File: src/common/decode_pkg.sv
// Shared definitions for the RV32I decode stage.
// Word and selector types, opcode and funct codes, control and hazard structs.
package decode_pkg;

    // ############################
    // Widths and base types
    // ############################
    localparam int XLEN       = 32;
    localparam int ILEN       = 32;
    localparam int REG_ADDR_W = 5;
    localparam int NUM_REGS   = 32;

    typedef logic [XLEN-1:0]       word_t;
    typedef logic [ILEN-1:0]       inst_t;
    typedef logic [REG_ADDR_W-1:0] reg_addr_t;

    typedef logic [4:0] exe_fun_t;
    typedef logic [3:0] op1_sel_t;
    typedef logic [3:0] op2_sel_t;
    typedef logic [3:0] mem_fun_t;
    typedef logic [3:0] wb_sel_t;

    // ############################
    // Instruction encodings
    // ############################
    localparam logic [6:0] OPC_LOAD   = 7'b0000011;
    localparam logic [6:0] OPC_STORE  = 7'b0100011;
    localparam logic [6:0] OPC_OP     = 7'b0110011;
    localparam logic [6:0] OPC_OP_IMM = 7'b0010011;
    localparam logic [6:0] OPC_BRANCH = 7'b1100011;
    localparam logic [6:0] OPC_JAL    = 7'b1101111;
    localparam logic [6:0] OPC_JALR   = 7'b1100111;
    localparam logic [6:0] OPC_LUI    = 7'b0110111;
    localparam logic [6:0] OPC_AUIPC  = 7'b0010111;

    // ALU funct3, shared by the register and immediate forms.
    localparam logic [2:0] F3_ADD_SUB = 3'b000;
    localparam logic [2:0] F3_SLL     = 3'b001;
    localparam logic [2:0] F3_SLT     = 3'b010;
    localparam logic [2:0] F3_SLTU    = 3'b011;
    localparam logic [2:0] F3_XOR     = 3'b100;
    localparam logic [2:0] F3_SRL_SRA = 3'b101;
    localparam logic [2:0] F3_OR      = 3'b110;
    localparam logic [2:0] F3_AND     = 3'b111;

    localparam logic [2:0] F3_LB  = 3'b000;
    localparam logic [2:0] F3_LH  = 3'b001;
    localparam logic [2:0] F3_LW  = 3'b010;
    localparam logic [2:0] F3_LBU = 3'b100;
    localparam logic [2:0] F3_LHU = 3'b101;
    localparam logic [2:0] F3_SB  = 3'b000;
    localparam logic [2:0] F3_SH  = 3'b001;
    localparam logic [2:0] F3_SW  = 3'b010;

    localparam logic [2:0] F3_BEQ  = 3'b000;
    localparam logic [2:0] F3_BNE  = 3'b001;
    localparam logic [2:0] F3_BLT  = 3'b100;
    localparam logic [2:0] F3_BGE  = 3'b101;
    localparam logic [2:0] F3_BLTU = 3'b110;
    localparam logic [2:0] F3_BGEU = 3'b111;
    localparam logic [2:0] F3_JALR = 3'b000;

    localparam logic [6:0] F7_BASE = 7'b0000000;
    localparam logic [6:0] F7_ALT  = 7'b0100000;   // SUB and SRA/SRAI.

    // ############################
    // Selector codes
    // ############################
    localparam exe_fun_t ALU_ADD  = 5'd1;
    localparam exe_fun_t ALU_SUB  = 5'd2;
    localparam exe_fun_t ALU_AND  = 5'd3;
    localparam exe_fun_t ALU_OR   = 5'd4;
    localparam exe_fun_t ALU_XOR  = 5'd5;
    localparam exe_fun_t ALU_SLL  = 5'd6;
    localparam exe_fun_t ALU_SRL  = 5'd7;
    localparam exe_fun_t ALU_SRA  = 5'd8;
    localparam exe_fun_t ALU_SLT  = 5'd9;
    localparam exe_fun_t ALU_SLTU = 5'd10;
    localparam exe_fun_t ALU_JALR = 5'd11;
    localparam exe_fun_t BR_BEQ   = 5'd12;
    localparam exe_fun_t BR_BNE   = 5'd13;
    localparam exe_fun_t BR_BLT   = 5'd14;
    localparam exe_fun_t BR_BGE   = 5'd15;
    localparam exe_fun_t BR_BLTU  = 5'd16;
    localparam exe_fun_t BR_BGEU  = 5'd17;

    localparam op1_sel_t OP1_X   = 4'd0;
    localparam op1_sel_t OP1_RS1 = 4'd1;
    localparam op1_sel_t OP1_PC  = 4'd2;

    localparam op2_sel_t OP2_X   = 4'd0;
    localparam op2_sel_t OP2_RS2 = 4'd1;
    localparam op2_sel_t OP2_IMI = 4'd2;
    localparam op2_sel_t OP2_IMS = 4'd3;
    localparam op2_sel_t OP2_IMJ = 4'd4;
    localparam op2_sel_t OP2_IMU = 4'd5;

    localparam mem_fun_t MEN_X   = 4'd0;
    localparam mem_fun_t MEN_LB  = 4'd1;
    localparam mem_fun_t MEN_LBU = 4'd2;
    localparam mem_fun_t MEN_LH  = 4'd3;
    localparam mem_fun_t MEN_LHU = 4'd4;
    localparam mem_fun_t MEN_LW  = 4'd5;
    localparam mem_fun_t MEN_SB  = 4'd6;
    localparam mem_fun_t MEN_SH  = 4'd7;
    localparam mem_fun_t MEN_SW  = 4'd8;

    localparam wb_sel_t WB_X      = 4'd0;
    localparam wb_sel_t WB_ALU    = 4'd1;
    localparam wb_sel_t WB_PC     = 4'd2;
    localparam wb_sel_t WB_MEMB   = 4'd3;
    localparam wb_sel_t WB_MEMBU  = 4'd4;
    localparam wb_sel_t WB_MEMH   = 4'd5;
    localparam wb_sel_t WB_MEMHU  = 4'd6;
    localparam wb_sel_t WB_MEMW   = 4'd7;

    // ############################
    // Structs
    // ############################
    typedef struct packed {
        exe_fun_t exe_fun;
        op1_sel_t op1_sel;
        op2_sel_t op2_sel;
        mem_fun_t mem_fun;
        logic     rf_wen;
        wb_sel_t  wb_sel;
        logic     jmp_flg;
    } ctrl_t;

    typedef struct packed {
        logic      valid;
        logic      rf_wen;
        reg_addr_t wb_addr;
    } hz_src_t;

    typedef struct packed {
        word_t     pc;
        inst_t     inst;
        word_t     op1_data;
        word_t     op2_data;
        word_t     rs2_data;
        reg_addr_t wb_addr;
        word_t     imm_b_sext;
        ctrl_t     ctrl;
    } id_exe_t;

endpackage

File: src/rtl/reg_file.sv
// Integer register file with two read ports and one write port.
// x0 reads as zero and ignores writes.
`timescale 1ns/1ps

module reg_file
    import decode_pkg::*;
(
    input  logic      clk,
    input  logic      rst_n,
    input  reg_addr_t rs1_addr,
    input  reg_addr_t rs2_addr,
    output word_t     rs1_data,
    output word_t     rs2_data,
    input  logic      wb_en,
    input  reg_addr_t wb_addr,
    input  word_t     wb_data
);

    word_t regs [1:NUM_REGS-1];   // No storage for x0.

    always_ff @(posedge clk) begin
        if (!rst_n) begin
            for (int i = 1; i < NUM_REGS; i++) begin
                regs[i] <= '0;
            end
        end else if (wb_en && (wb_addr != '0)) begin
            regs[wb_addr] <= wb_data;
        end
    end

    // Reads see the array before the edge, so there is no write bypass.
    always_comb begin
        rs1_data = '0;
        rs2_data = '0;
        if (rs1_addr != '0) begin
            rs1_data = regs[rs1_addr];
        end
        if (rs2_addr != '0) begin
            rs2_data = regs[rs2_addr];
        end
    end

endmodule

File: src/decode/inst_decoder.sv
// Instruction decode table for the kept RV32I subset.
// Maps an instruction word to its control bundle.
`timescale 1ns/1ps

module inst_decoder
    import decode_pkg::*;
(
    input  inst_t inst,
    output ctrl_t ctrl
);

    logic [6:0] opcode;
    logic [2:0] funct3;
    logic [6:0] funct7;

    assign opcode = inst[6:0];
    assign funct3 = inst[14:12];
    assign funct7 = inst[31:25];

    function automatic ctrl_t mk(input exe_fun_t fun, input op1_sel_t s1,
                                 input op2_sel_t s2, input mem_fun_t mem,
                                 input logic wen, input wb_sel_t wb);
        ctrl_t c;
        c.exe_fun = fun;
        c.op1_sel = s1;
        c.op2_sel = s2;
        c.mem_fun = mem;
        c.rf_wen  = wen;
        c.wb_sel  = wb;
        c.jmp_flg = 1'b0;
        return c;
    endfunction

    function automatic ctrl_t alu_rr(input exe_fun_t fun);
        return mk(fun, OP1_RS1, OP2_RS2, MEN_X, 1'b1, WB_ALU);
    endfunction

    function automatic ctrl_t alu_ri(input exe_fun_t fun);
        return mk(fun, OP1_RS1, OP2_IMI, MEN_X, 1'b1, WB_ALU);
    endfunction

    function automatic ctrl_t branch(input exe_fun_t fun);
        return mk(fun, OP1_RS1, OP2_RS2, MEN_X, 1'b0, WB_X);
    endfunction

    always_comb begin
        ctrl = mk(ALU_ADD, OP1_X, OP2_X, MEN_X, 1'b0, WB_X);   // No-op unless matched.
        case (opcode)
            OPC_LOAD: begin
                case (funct3)
                    F3_LB:   ctrl = mk(ALU_ADD, OP1_RS1, OP2_IMI, MEN_LB, 1'b1, WB_MEMB);
                    F3_LBU:  ctrl = mk(ALU_ADD, OP1_RS1, OP2_IMI, MEN_LBU, 1'b1, WB_MEMBU);
                    F3_LH:   ctrl = mk(ALU_ADD, OP1_RS1, OP2_IMI, MEN_LH, 1'b1, WB_MEMH);
                    F3_LHU:  ctrl = mk(ALU_ADD, OP1_RS1, OP2_IMI, MEN_LHU, 1'b1, WB_MEMHU);
                    F3_LW:   ctrl = mk(ALU_ADD, OP1_RS1, OP2_IMI, MEN_LW, 1'b1, WB_MEMW);
                    default: ;
                endcase
            end
            OPC_STORE: begin
                case (funct3)
                    F3_SB:   ctrl = mk(ALU_ADD, OP1_RS1, OP2_IMS, MEN_SB, 1'b0, WB_X);
                    F3_SH:   ctrl = mk(ALU_ADD, OP1_RS1, OP2_IMS, MEN_SH, 1'b0, WB_X);
                    F3_SW:   ctrl = mk(ALU_ADD, OP1_RS1, OP2_IMS, MEN_SW, 1'b0, WB_X);
                    default: ;
                endcase
            end
            OPC_OP: begin
                if (funct7 == F7_BASE) begin
                    case (funct3)
                        F3_ADD_SUB: ctrl = alu_rr(ALU_ADD);
                        F3_SLL:     ctrl = alu_rr(ALU_SLL);
                        F3_SLT:     ctrl = alu_rr(ALU_SLT);
                        F3_SLTU:    ctrl = alu_rr(ALU_SLTU);
                        F3_XOR:     ctrl = alu_rr(ALU_XOR);
                        F3_SRL_SRA: ctrl = alu_rr(ALU_SRL);
                        F3_OR:      ctrl = alu_rr(ALU_OR);
                        F3_AND:     ctrl = alu_rr(ALU_AND);
                        default:    ;
                    endcase
                end else if (funct7 == F7_ALT) begin
                    if (funct3 == F3_ADD_SUB) begin
                        ctrl = alu_rr(ALU_SUB);
                    end else if (funct3 == F3_SRL_SRA) begin
                        ctrl = alu_rr(ALU_SRA);
                    end
                end
            end
            OPC_OP_IMM: begin
                case (funct3)
                    F3_ADD_SUB: ctrl = alu_ri(ALU_ADD);
                    F3_SLT:     ctrl = alu_ri(ALU_SLT);
                    F3_SLTU:    ctrl = alu_ri(ALU_SLTU);
                    F3_XOR:     ctrl = alu_ri(ALU_XOR);
                    F3_OR:      ctrl = alu_ri(ALU_OR);
                    F3_AND:     ctrl = alu_ri(ALU_AND);
                    F3_SLL: begin
                        if (funct7 == F7_BASE) ctrl = alu_ri(ALU_SLL);
                    end
                    F3_SRL_SRA: begin
                        if (funct7 == F7_BASE) ctrl = alu_ri(ALU_SRL);
                        else if (funct7 == F7_ALT) ctrl = alu_ri(ALU_SRA);
                    end
                    default:    ;
                endcase
            end
            OPC_BRANCH: begin
                case (funct3)
                    F3_BEQ:  ctrl = branch(BR_BEQ);
                    F3_BNE:  ctrl = branch(BR_BNE);
                    F3_BLT:  ctrl = branch(BR_BLT);
                    F3_BGE:  ctrl = branch(BR_BGE);
                    F3_BLTU: ctrl = branch(BR_BLTU);
                    F3_BGEU: ctrl = branch(BR_BGEU);
                    default: ;
                endcase
            end
            OPC_JAL: begin
                ctrl = mk(ALU_ADD, OP1_PC, OP2_IMJ, MEN_X, 1'b1, WB_PC);
                ctrl.jmp_flg = 1'b1;
            end
            OPC_JALR: begin
                if (funct3 == F3_JALR) begin
                    ctrl = mk(ALU_JALR, OP1_RS1, OP2_IMI, MEN_X, 1'b1, WB_PC);
                    ctrl.jmp_flg = 1'b1;
                end
            end
            OPC_LUI:   ctrl = mk(ALU_ADD, OP1_X, OP2_IMU, MEN_X, 1'b1, WB_ALU);
            OPC_AUIPC: ctrl = mk(ALU_ADD, OP1_PC, OP2_IMU, MEN_X, 1'b1, WB_ALU);
            default:   ;
        endcase
    end

endmodule

File: src/decode/operand_sel.sv
// Immediate extraction and operand selection.
// Builds the I, S, B, J and U immediates and drives op1/op2.
`timescale 1ns/1ps

module operand_sel
    import decode_pkg::*;
(
    input  word_t pc,
    input  inst_t inst,
    input  ctrl_t ctrl,
    input  word_t rs1_data,
    input  word_t rs2_data,
    output word_t op1_data,
    output word_t op2_data,
    output word_t imm_b_sext
);

    logic [11:0] imm_i;
    logic [11:0] imm_s;
    logic [11:0] imm_b;
    logic [19:0] imm_j;
    logic [19:0] imm_u;

    word_t imm_i_sext;
    word_t imm_s_sext;
    word_t imm_j_sext;
    word_t imm_u_shifted;

    // ##############################
    // Immediates
    // ##############################
    assign imm_i = inst[31:20];
    assign imm_s = {inst[31:25], inst[11:7]};
    assign imm_b = {inst[31], inst[7], inst[30:25], inst[11:8]};
    assign imm_j = {inst[31], inst[19:12], inst[20], inst[30:21]};
    assign imm_u = inst[31:12];

    assign imm_i_sext    = {{20{imm_i[11]}}, imm_i};
    assign imm_s_sext    = {{20{imm_s[11]}}, imm_s};
    assign imm_b_sext    = {{19{imm_b[11]}}, imm_b, 1'b0};   // Branch offsets are halfword aligned.
    assign imm_j_sext    = {{11{imm_j[19]}}, imm_j, 1'b0};
    assign imm_u_shifted = {imm_u, 12'b0};

    // ##############################
    // Operand muxes
    // ##############################
    always_comb begin
        case (ctrl.op1_sel)
            OP1_RS1: op1_data = rs1_data;
            OP1_PC:  op1_data = pc;
            default: op1_data = '0;   // LUI relies on a zero op1.
        endcase
    end

    always_comb begin
        case (ctrl.op2_sel)
            OP2_RS2: op2_data = rs2_data;
            OP2_IMI: op2_data = imm_i_sext;
            OP2_IMS: op2_data = imm_s_sext;
            OP2_IMJ: op2_data = imm_j_sext;
            OP2_IMU: op2_data = imm_u_shifted;
            default: op2_data = '0;
        endcase
    end

endmodule

File: src/decode/hazard_unit.sv
// Read-after-write hazard detection against execute, memory and writeback.
`timescale 1ns/1ps

module hazard_unit
    import decode_pkg::*;
(
    input  reg_addr_t rs1_addr,
    input  reg_addr_t rs2_addr,
    input  hz_src_t   hz_exe,
    input  hz_src_t   hz_mem,
    input  hz_src_t   hz_wb,
    output logic      stall_flg
);

    // A pending write only matters for a source register other than x0.
    function automatic logic src_hit(input hz_src_t src, input reg_addr_t addr);
        return src.valid && src.rf_wen && (addr != '0) && (src.wb_addr == addr);
    endfunction

    logic exe_hit;
    logic mem_hit;
    logic wb_hit;

    assign exe_hit = src_hit(hz_exe, rs1_addr) || src_hit(hz_exe, rs2_addr);
    assign mem_hit = src_hit(hz_mem, rs1_addr) || src_hit(hz_mem, rs2_addr);
    assign wb_hit  = src_hit(hz_wb, rs1_addr) || src_hit(hz_wb, rs2_addr);

    assign stall_flg = exe_hit || mem_hit || wb_hit;

endmodule

File: src/decode/decode_stage.sv
// Decode stage top level.
// Register file, decode table, operand select, hazard check and ID/EX register.
`timescale 1ns/1ps

module decode_stage
    import decode_pkg::*;
(
    input  logic      clk,
    input  logic      rst_n,
    input  logic      id_valid,
    input  word_t     id_pc,
    input  inst_t     id_inst,
    output logic      stall_flg,
    input  hz_src_t   hz_exe,
    input  hz_src_t   hz_mem,
    input  hz_src_t   hz_wb,
    input  logic      wb_en,
    input  reg_addr_t wb_addr,
    input  word_t     wb_data,
    output logic      id_exe_valid,
    output id_exe_t   id_exe
);

    reg_addr_t rs1_addr;
    reg_addr_t rs2_addr;
    reg_addr_t rd_addr;
    word_t     rs1_data;
    word_t     rs2_data;
    word_t     op1_data;
    word_t     op2_data;
    word_t     imm_b_sext;
    ctrl_t     ctrl;
    id_exe_t   id_exe_d;

    assign rs1_addr = id_inst[19:15];
    assign rs2_addr = id_inst[24:20];
    assign rd_addr  = id_inst[11:7];

    reg_file i_reg_file (
        .clk      (clk),
        .rst_n    (rst_n),
        .rs1_addr (rs1_addr),
        .rs2_addr (rs2_addr),
        .rs1_data (rs1_data),
        .rs2_data (rs2_data),
        .wb_en    (wb_en),
        .wb_addr  (wb_addr),
        .wb_data  (wb_data)
    );

    inst_decoder i_inst_decoder (
        .inst (id_inst),
        .ctrl (ctrl)
    );

    operand_sel i_operand_sel (
        .pc         (id_pc),
        .inst       (id_inst),
        .ctrl       (ctrl),
        .rs1_data   (rs1_data),
        .rs2_data   (rs2_data),
        .op1_data   (op1_data),
        .op2_data   (op2_data),
        .imm_b_sext (imm_b_sext)
    );

    hazard_unit i_hazard_unit (
        .rs1_addr  (rs1_addr),
        .rs2_addr  (rs2_addr),
        .hz_exe    (hz_exe),
        .hz_mem    (hz_mem),
        .hz_wb     (hz_wb),
        .stall_flg (stall_flg)
    );

    // ##############################
    // ID/EX register
    // ##############################
    assign id_exe_d = '{
        pc:         id_pc,
        inst:       id_inst,
        op1_data:   op1_data,
        op2_data:   op2_data,
        rs2_data:   rs2_data,   // Store data travels even when op2 is an immediate.
        wb_addr:    rd_addr,
        imm_b_sext: imm_b_sext,
        ctrl:       ctrl
    };

    always_ff @(posedge clk) begin
        if (!rst_n) begin
            id_exe_valid <= 1'b0;
        end else begin
            id_exe_valid <= id_valid && !stall_flg;   // A stall sends a bubble.
        end
    end

    always_ff @(posedge clk) begin
        id_exe <= id_exe_d;
    end

endmodule

File: config.mk
export PLATFORM = sky130hd
export DESIGN_NAME = decode_stage
export DESIGN_NICKNAME = d
export VERILOG_FILES = /design/src/common/decode_pkg.sv /design/src/rtl/reg_file.sv /design/src/decode/inst_decoder.sv /design/src/decode/operand_sel.sv /design/src/decode/hazard_unit.sv /design/src/decode/decode_stage.sv
export SDC_FILE = /design/constraint.sdc
export NUM_CORES = 2
export LEC_CHECK = 0
export BUFFER_PORTS_ARGS = -buffer_cell sky130_fd_sc_hd__buf_2
export CORE_AREA = 2 2 394 396
export DETAILED_ROUTE_END_ITERATION = 7
export DIE_AREA = 0 0 396 398
export GPL_TIMING_DRIVEN = 0
export HOLD_SLACK_MARGIN = 0.15
export PLACE_DENSITY = 0.57
export SKIP_LAST_GASP = 1
export SLEW_MARGIN = 40
export SYNTH_ARGS = -nofsm -noshare
export SYNTH_HDL_FRONTEND = slang
export SYNTH_HIERARCHICAL = 1
export SYNTH_SLANG_ARGS = --single-unit
File: constraint.sdc
create_clock -name clk -period 3.55 [get_ports clk]
set_input_delay 0.355 -clock clk [delete_from_list [all_inputs] [get_ports clk]]
set_output_delay 0.355 -clock clk [all_outputs]
set_load 0.02 [all_outputs]
# After elaboration in Yosys (flattened, before gate mapping)
# Memories as Yosys holds them, arrays and structs flattened.
# Index checks and enable logic that the tools add are counted.
# word_totals
latchBits	0
output_inout_bits	222
ff_bits	201
inputBits	126
elab_cells	100
mem_bits_rw	992
n_memories	2
mem_bits_ro	32
# classes
n_bitwise	0
shift	0
mux	24
order_cmp	0
eq_ne	30
n_mul	0
div	0
reduce_logical	29
addsub	0
# memory_table
memory	depth	width	rd	rd_ports_with_merged_regs	write_ports	line_no	text
i_reg_file.regs	31	32	2	0	31	reg_file.sv:19	word_t regs [1:NUM_REGS-1];
(no name shown)	8	4	1	0	0	inst_decoder.sv:69	case (funct3)
# ops
cell	count
23-bit one-hot mux with 9 select lines	1
23-bit one-hot mux with 8 select lines	1
32-bit one-hot mux with 5 select lines	1
23-bit one-hot mux with 6 select lines	1
32-bit 2-to-1 mux	3
23-bit 2-to-1 mux	4
15-bit one-hot mux with 5 select lines	1
22-bit 2-to-1 mux	3
32-bit one-hot mux with 2 select lines	1
15-bit one-hot mux with 3 select lines	1
32-bit OR reduction	1
5-bit == test	6
7-bit by 6-bit == test with 1-bit output (second input constant)	4
7-bit == test (second input constant)	3
21-bit 2-to-1 mux	1
1-bit logical AND	17
5-bit nonzero test	3
7-bit by 5-bit == test with 1-bit output (second input constant)	2
3-bit == test (second input constant)	4
4-bit by 2-bit == test with 1-bit output (second input constant)	3
4-bit by 1-bit == test with 1-bit output (second input constant)	2
4-bit by 3-bit == test with 1-bit output (second input constant)	2
7-bit by 2-bit == test with 1-bit output (second input constant)	1
7-bit logical NOT	1
other kinds (7)	16

# Logic depth before layout (Yosys ltp)
# logic_depth
ltp_word	8
mapped_depth	11
ltp_nobuf	7

# Cells and area by module
# The synthesis kept the hierarchy.
# modules_own_cells
module	cells_per_inst	area_each_um2	n_inst
reg_file	3507	54217.0	1
decode_stage	222	4370.4	1
operand_sel	137	1181.1	1
inst_decoder	108	728.2	1
hazard_unit	50	386.6	1

# Worst setup path before layout
# Ideal clock, no wire load.
# synth_path
kind	input port to flip-flop
start	input port wb_addr[1]
end	memory i_reg_file/regs[20][0] (netlist bit), enable pin
slack_ns	-0.215
t_arrival_ns	3.299
required_ns	3.084
setup_time_ns	0.466
n_path_buf	1
stages	3
cell_sequence	or3_1 > clkbuf_1 > o21ai_0
# synth_lines
element	line_no	text
start: declaration	decode_stage.sv:18	input reg_addr_t wb_addr,
end: declaration	reg_file.sv:19	

# Worst setup path in the final report
# layout_path
start	input port id_inst[18]
end	register id_exe[135] (netlist bit)
# layout_via
elab_chain_cells	3
word_cells_on_any_way	4
cone_classes	2 x mux; 1 x reduce/logical; 1 x memory
# layout_rtl
element	line_no	text
start: declaration	decode_stage.sv:12	input inst_t id_inst,
memory 31 x 32 bit / 5-bit nonzero test (equally long branches)	-	
32-bit 2-to-1 mux (*)	reg_file.sv:35	if (rs1_addr != '0) begin
net rs1_data[11]	decode_stage.sv:27	word_t rs1_data;
32-bit one-hot mux with 2 select lines (*)	operand_sel.sv:48	case (ctrl.op1_sel)
net op1_data[11]	decode_stage.sv:29	word_t op1_data;
end signal: assignment	decode_stage.sv:99	id_exe <= id_exe_d;
end: declaration	decode_stage.sv:21	output id_exe_t id_exe
# Mark *: on every way through the listed nets, which the timed path passes. The rest lies on a longest branch.
# A chain may end at the register's enable or synchronous reset.

==> flow_summary.json <==
{
  "status": "finished with violations",
  "violations": "negative setup slack",
  "drt_pass1_iterations": 6,
  "mostFrequentLayoutCells": "edfxtp_1, and2_1, mux4_2",
  "grt_pass1_wl_um": 341000,
  "synth_cell_type_count": 80,
  "place_congestion": 1.02,
  "clock_latency_ns": 0.81,
  "syn_to_final_growth_pct": 20.5,
  "p_total_w": 0.0365,
  "yosys.area.top_type": "edfxtp_1",
  "first_iter_violations": 6277,
  "antenna_left": 0,
  "hold_class": "in2reg",
  "syn_avg_cell_area_um2": 15.1,
  "vias": 42800,
  "antenna_found_initial": 25,
  "drive_above_1_share_pct": 30.7,
  "timing.fmax_ghz": 0.274,
  "cts-root-buf": "clkbuf_16",
  "route.detailed.drc": 0,
  "rsz0062_at_grt": "false",
  "placementRows": 144,
  "via_per_inst": 6.19,
  "slowest_delay_ns": 0.83,
  "synth_ff_type": "edfxtp_1",
  "worstSetupEndpointType": "flop",
  "synth.area.top_cells": "edfxtp_1, mux4_2, and2_1",
  "layout_setup_ws_ns": -0.0978,
  "synth-async-reset-ratio_pct": 0,
  "grt_pass1_vias": 41400,
  "setup_viol": 3,
  "synth-seq-cells": 1240,
  "cts_buffer_depth": 3,
  "setup_tns_ns": -0.145,
  "cp_max_fo": 12,
  "die-height_um": 398,
  "totalWireLength_um": 254000,
  "final_common_cell": "edfxtp_1",
  "drv_slew": 0,
  "ys.warnings.count": 6,
  "cts-buffers-inserted": 139,
  "worstMarginPinSlew_ns": 0.988,
  "dieArea_um2": 158000,
  "synth_top_area_share_pct": 50.5,
  "core_area_um2": 153000,
  "p_leak_nw": 26.6,
  "holdWs_ns": 0.210,
  "grt_max_degree": 28,
  "synth_edf_count": 1024,
  "synthCells": 4024,
  "min_period_ns": 3.65,
  "die_w_um": 396,
  "fin_worst_skew_ns": 0.0329,
  "cts-htree-levels": 4,
  "required_ns": 4.25,
  "cts_tree": "done",
  "layout.nets": 4879,
  "critical_path_class": "in2reg",
  "start_kind": "input pin",
  "yosysSeqAreaShare_pct": 57.6,
  "hold_viol": 0,
  "crit_top_cell": "clkbuf_2",
  "routedWlPerCell_um": 36.7,
  "io_pins": 348,
  "syn-cell-area_um2": 60900,
  "p_per_area_nw_per_um2": 497,
  "crit_arrival_ns": 4.35,
  "grtUsageTotal_pct": 31.8,
  "crit_chain": "dlygate4sd3_1, buf_2, clkbuf_2, nand3b_1, buf_4, clkbuf_2, o221ai_1, a211oi_1, nor3_1, a22o_1",
  "cts.sinks": 1240,
  "dp_hpwl_um": 183000,
  "relSlewSlack_pct": 34.1,
  "slowest_stage": "a211oi_1",
  "initial_core_util_pct": 39.7,
  "grt_overflow_total": 0,
  "fin_crit_sh_pct": 103,
  "ir_worst_vdd_mv": 0.549,
  "clk_pin_slew_ns": 0.06,
  "maxCapViolations": 0,
  "io_buffer_count": 347
}
worst max-delay path, delay by kind of cell:
family,cells,cell delay [ns]
buffers and inverters,5,2.09
AO/OA/AOI/OAI,3,1.30
AND/OR/NAND/NOR,2,0.53
power by group:
| group | internal (W) | switching [W] |
|---|---|---|
| clock network | 0.00847 | 0.00616 |
| logic | 0.00188 | 0.00301 |
| registers | 0.0165 | 0.000397 |
| total | 0.0269 | 0.00957 |
cell type report:
class	instances	area [µm²]
Antenna cell	12	30.0
Inverter	4	15.0
Tap cell	2044	2560
Clock inverter	69	689
Sequential cell	1240	35100
Multi-Input combinational cell	2366	24300
Buffer	447	2350
Timing Repair Buffer	555	4500
Fill cell	13200	80000
Clock buffer	179	3880
state kept, by name, indices dropped and copies added (netlist names):
name	count
i_reg_file/regs	1024
id_exe	215
id_exe_valid	1
metrics by stage:
stage	cells	worst slack, ns	utilization (%)	cell area, µm²
floorplan	4058	-0.215	-	61000
global placement	6449	-4.82	42.6	65300
detailed placement	6555	-1.14	44.1	67600
CTS	6905	0.0549	47.8	73200
global route	6904	0.0538	47.8	73300
finish	6916	-0.0978	47.8	73300
kinds of logic after synthesis:
kind of cell / after synthesis / synth area share (%)
flops: 1240 / 57.6
xor+xnor: 31 / 0.446
simple gates: 1241 / 12.6
buf+inv: 452 / 3.72
compound gates: 396 / 5.00
mux: 661 / 20.6
other cells: 3 / 0.0185
Yosys cell counts, types with 16 or more instances:
master / number
mux2i_1: 159
xor2_1: 20
buf_4: 83
o221ai_1: 27
mux2_2: 32
a2111oi_1: 21
a21oi_1: 20
a211oi_1: 37
edfxtp_1: 1024
mux4_2: 470
dfxtp_1: 216
buf_6: 23
a22oi_1: 20
nor2b_1: 18
clkbuf_1: 281
o21ai_0: 36
o22ai_1: 79
nor3_1: 64
buf_2: 50
and2_1: 998
nor2_1: 44
a22o_1: 89
nand2_1: 16
a221o_1: 20
timing repair:
action / CTS / global route
setup endpoints to repair: 6 / 5
endpoints found under the hold margin: 239 / 0
buffers inserted: 3 / 0
gates resized for setup: 3 / 4
hold buffers: 99 / 0
path summary, 6_finish.rpt:
path                            from          end  slack [ns]  cells past startpoint
max                      id_inst[18]  id_exe[135]        -0.1                     10
min                        id_pc[11]  id_exe[199]        0.21                      2
max reg2reg  i_reg_file/regs[18][18]  id_exe[110]        0.77                      5
min reg2reg   i_reg_file/regs[2][11]   id_exe[71]        0.98                      4
metal layers:
metal / share of wire (%) / vias up / track usage (%)
met5: 0.048 / - / 0
met4: 6.0 / 22 / 17.3
met3: 14 / 625 / 11.6
met2: 44 / 3354 / 47.5
met1: 36 / 21900 / 40.3
li1: - / 16900 / -
Power figures use the tool's default switching activity.
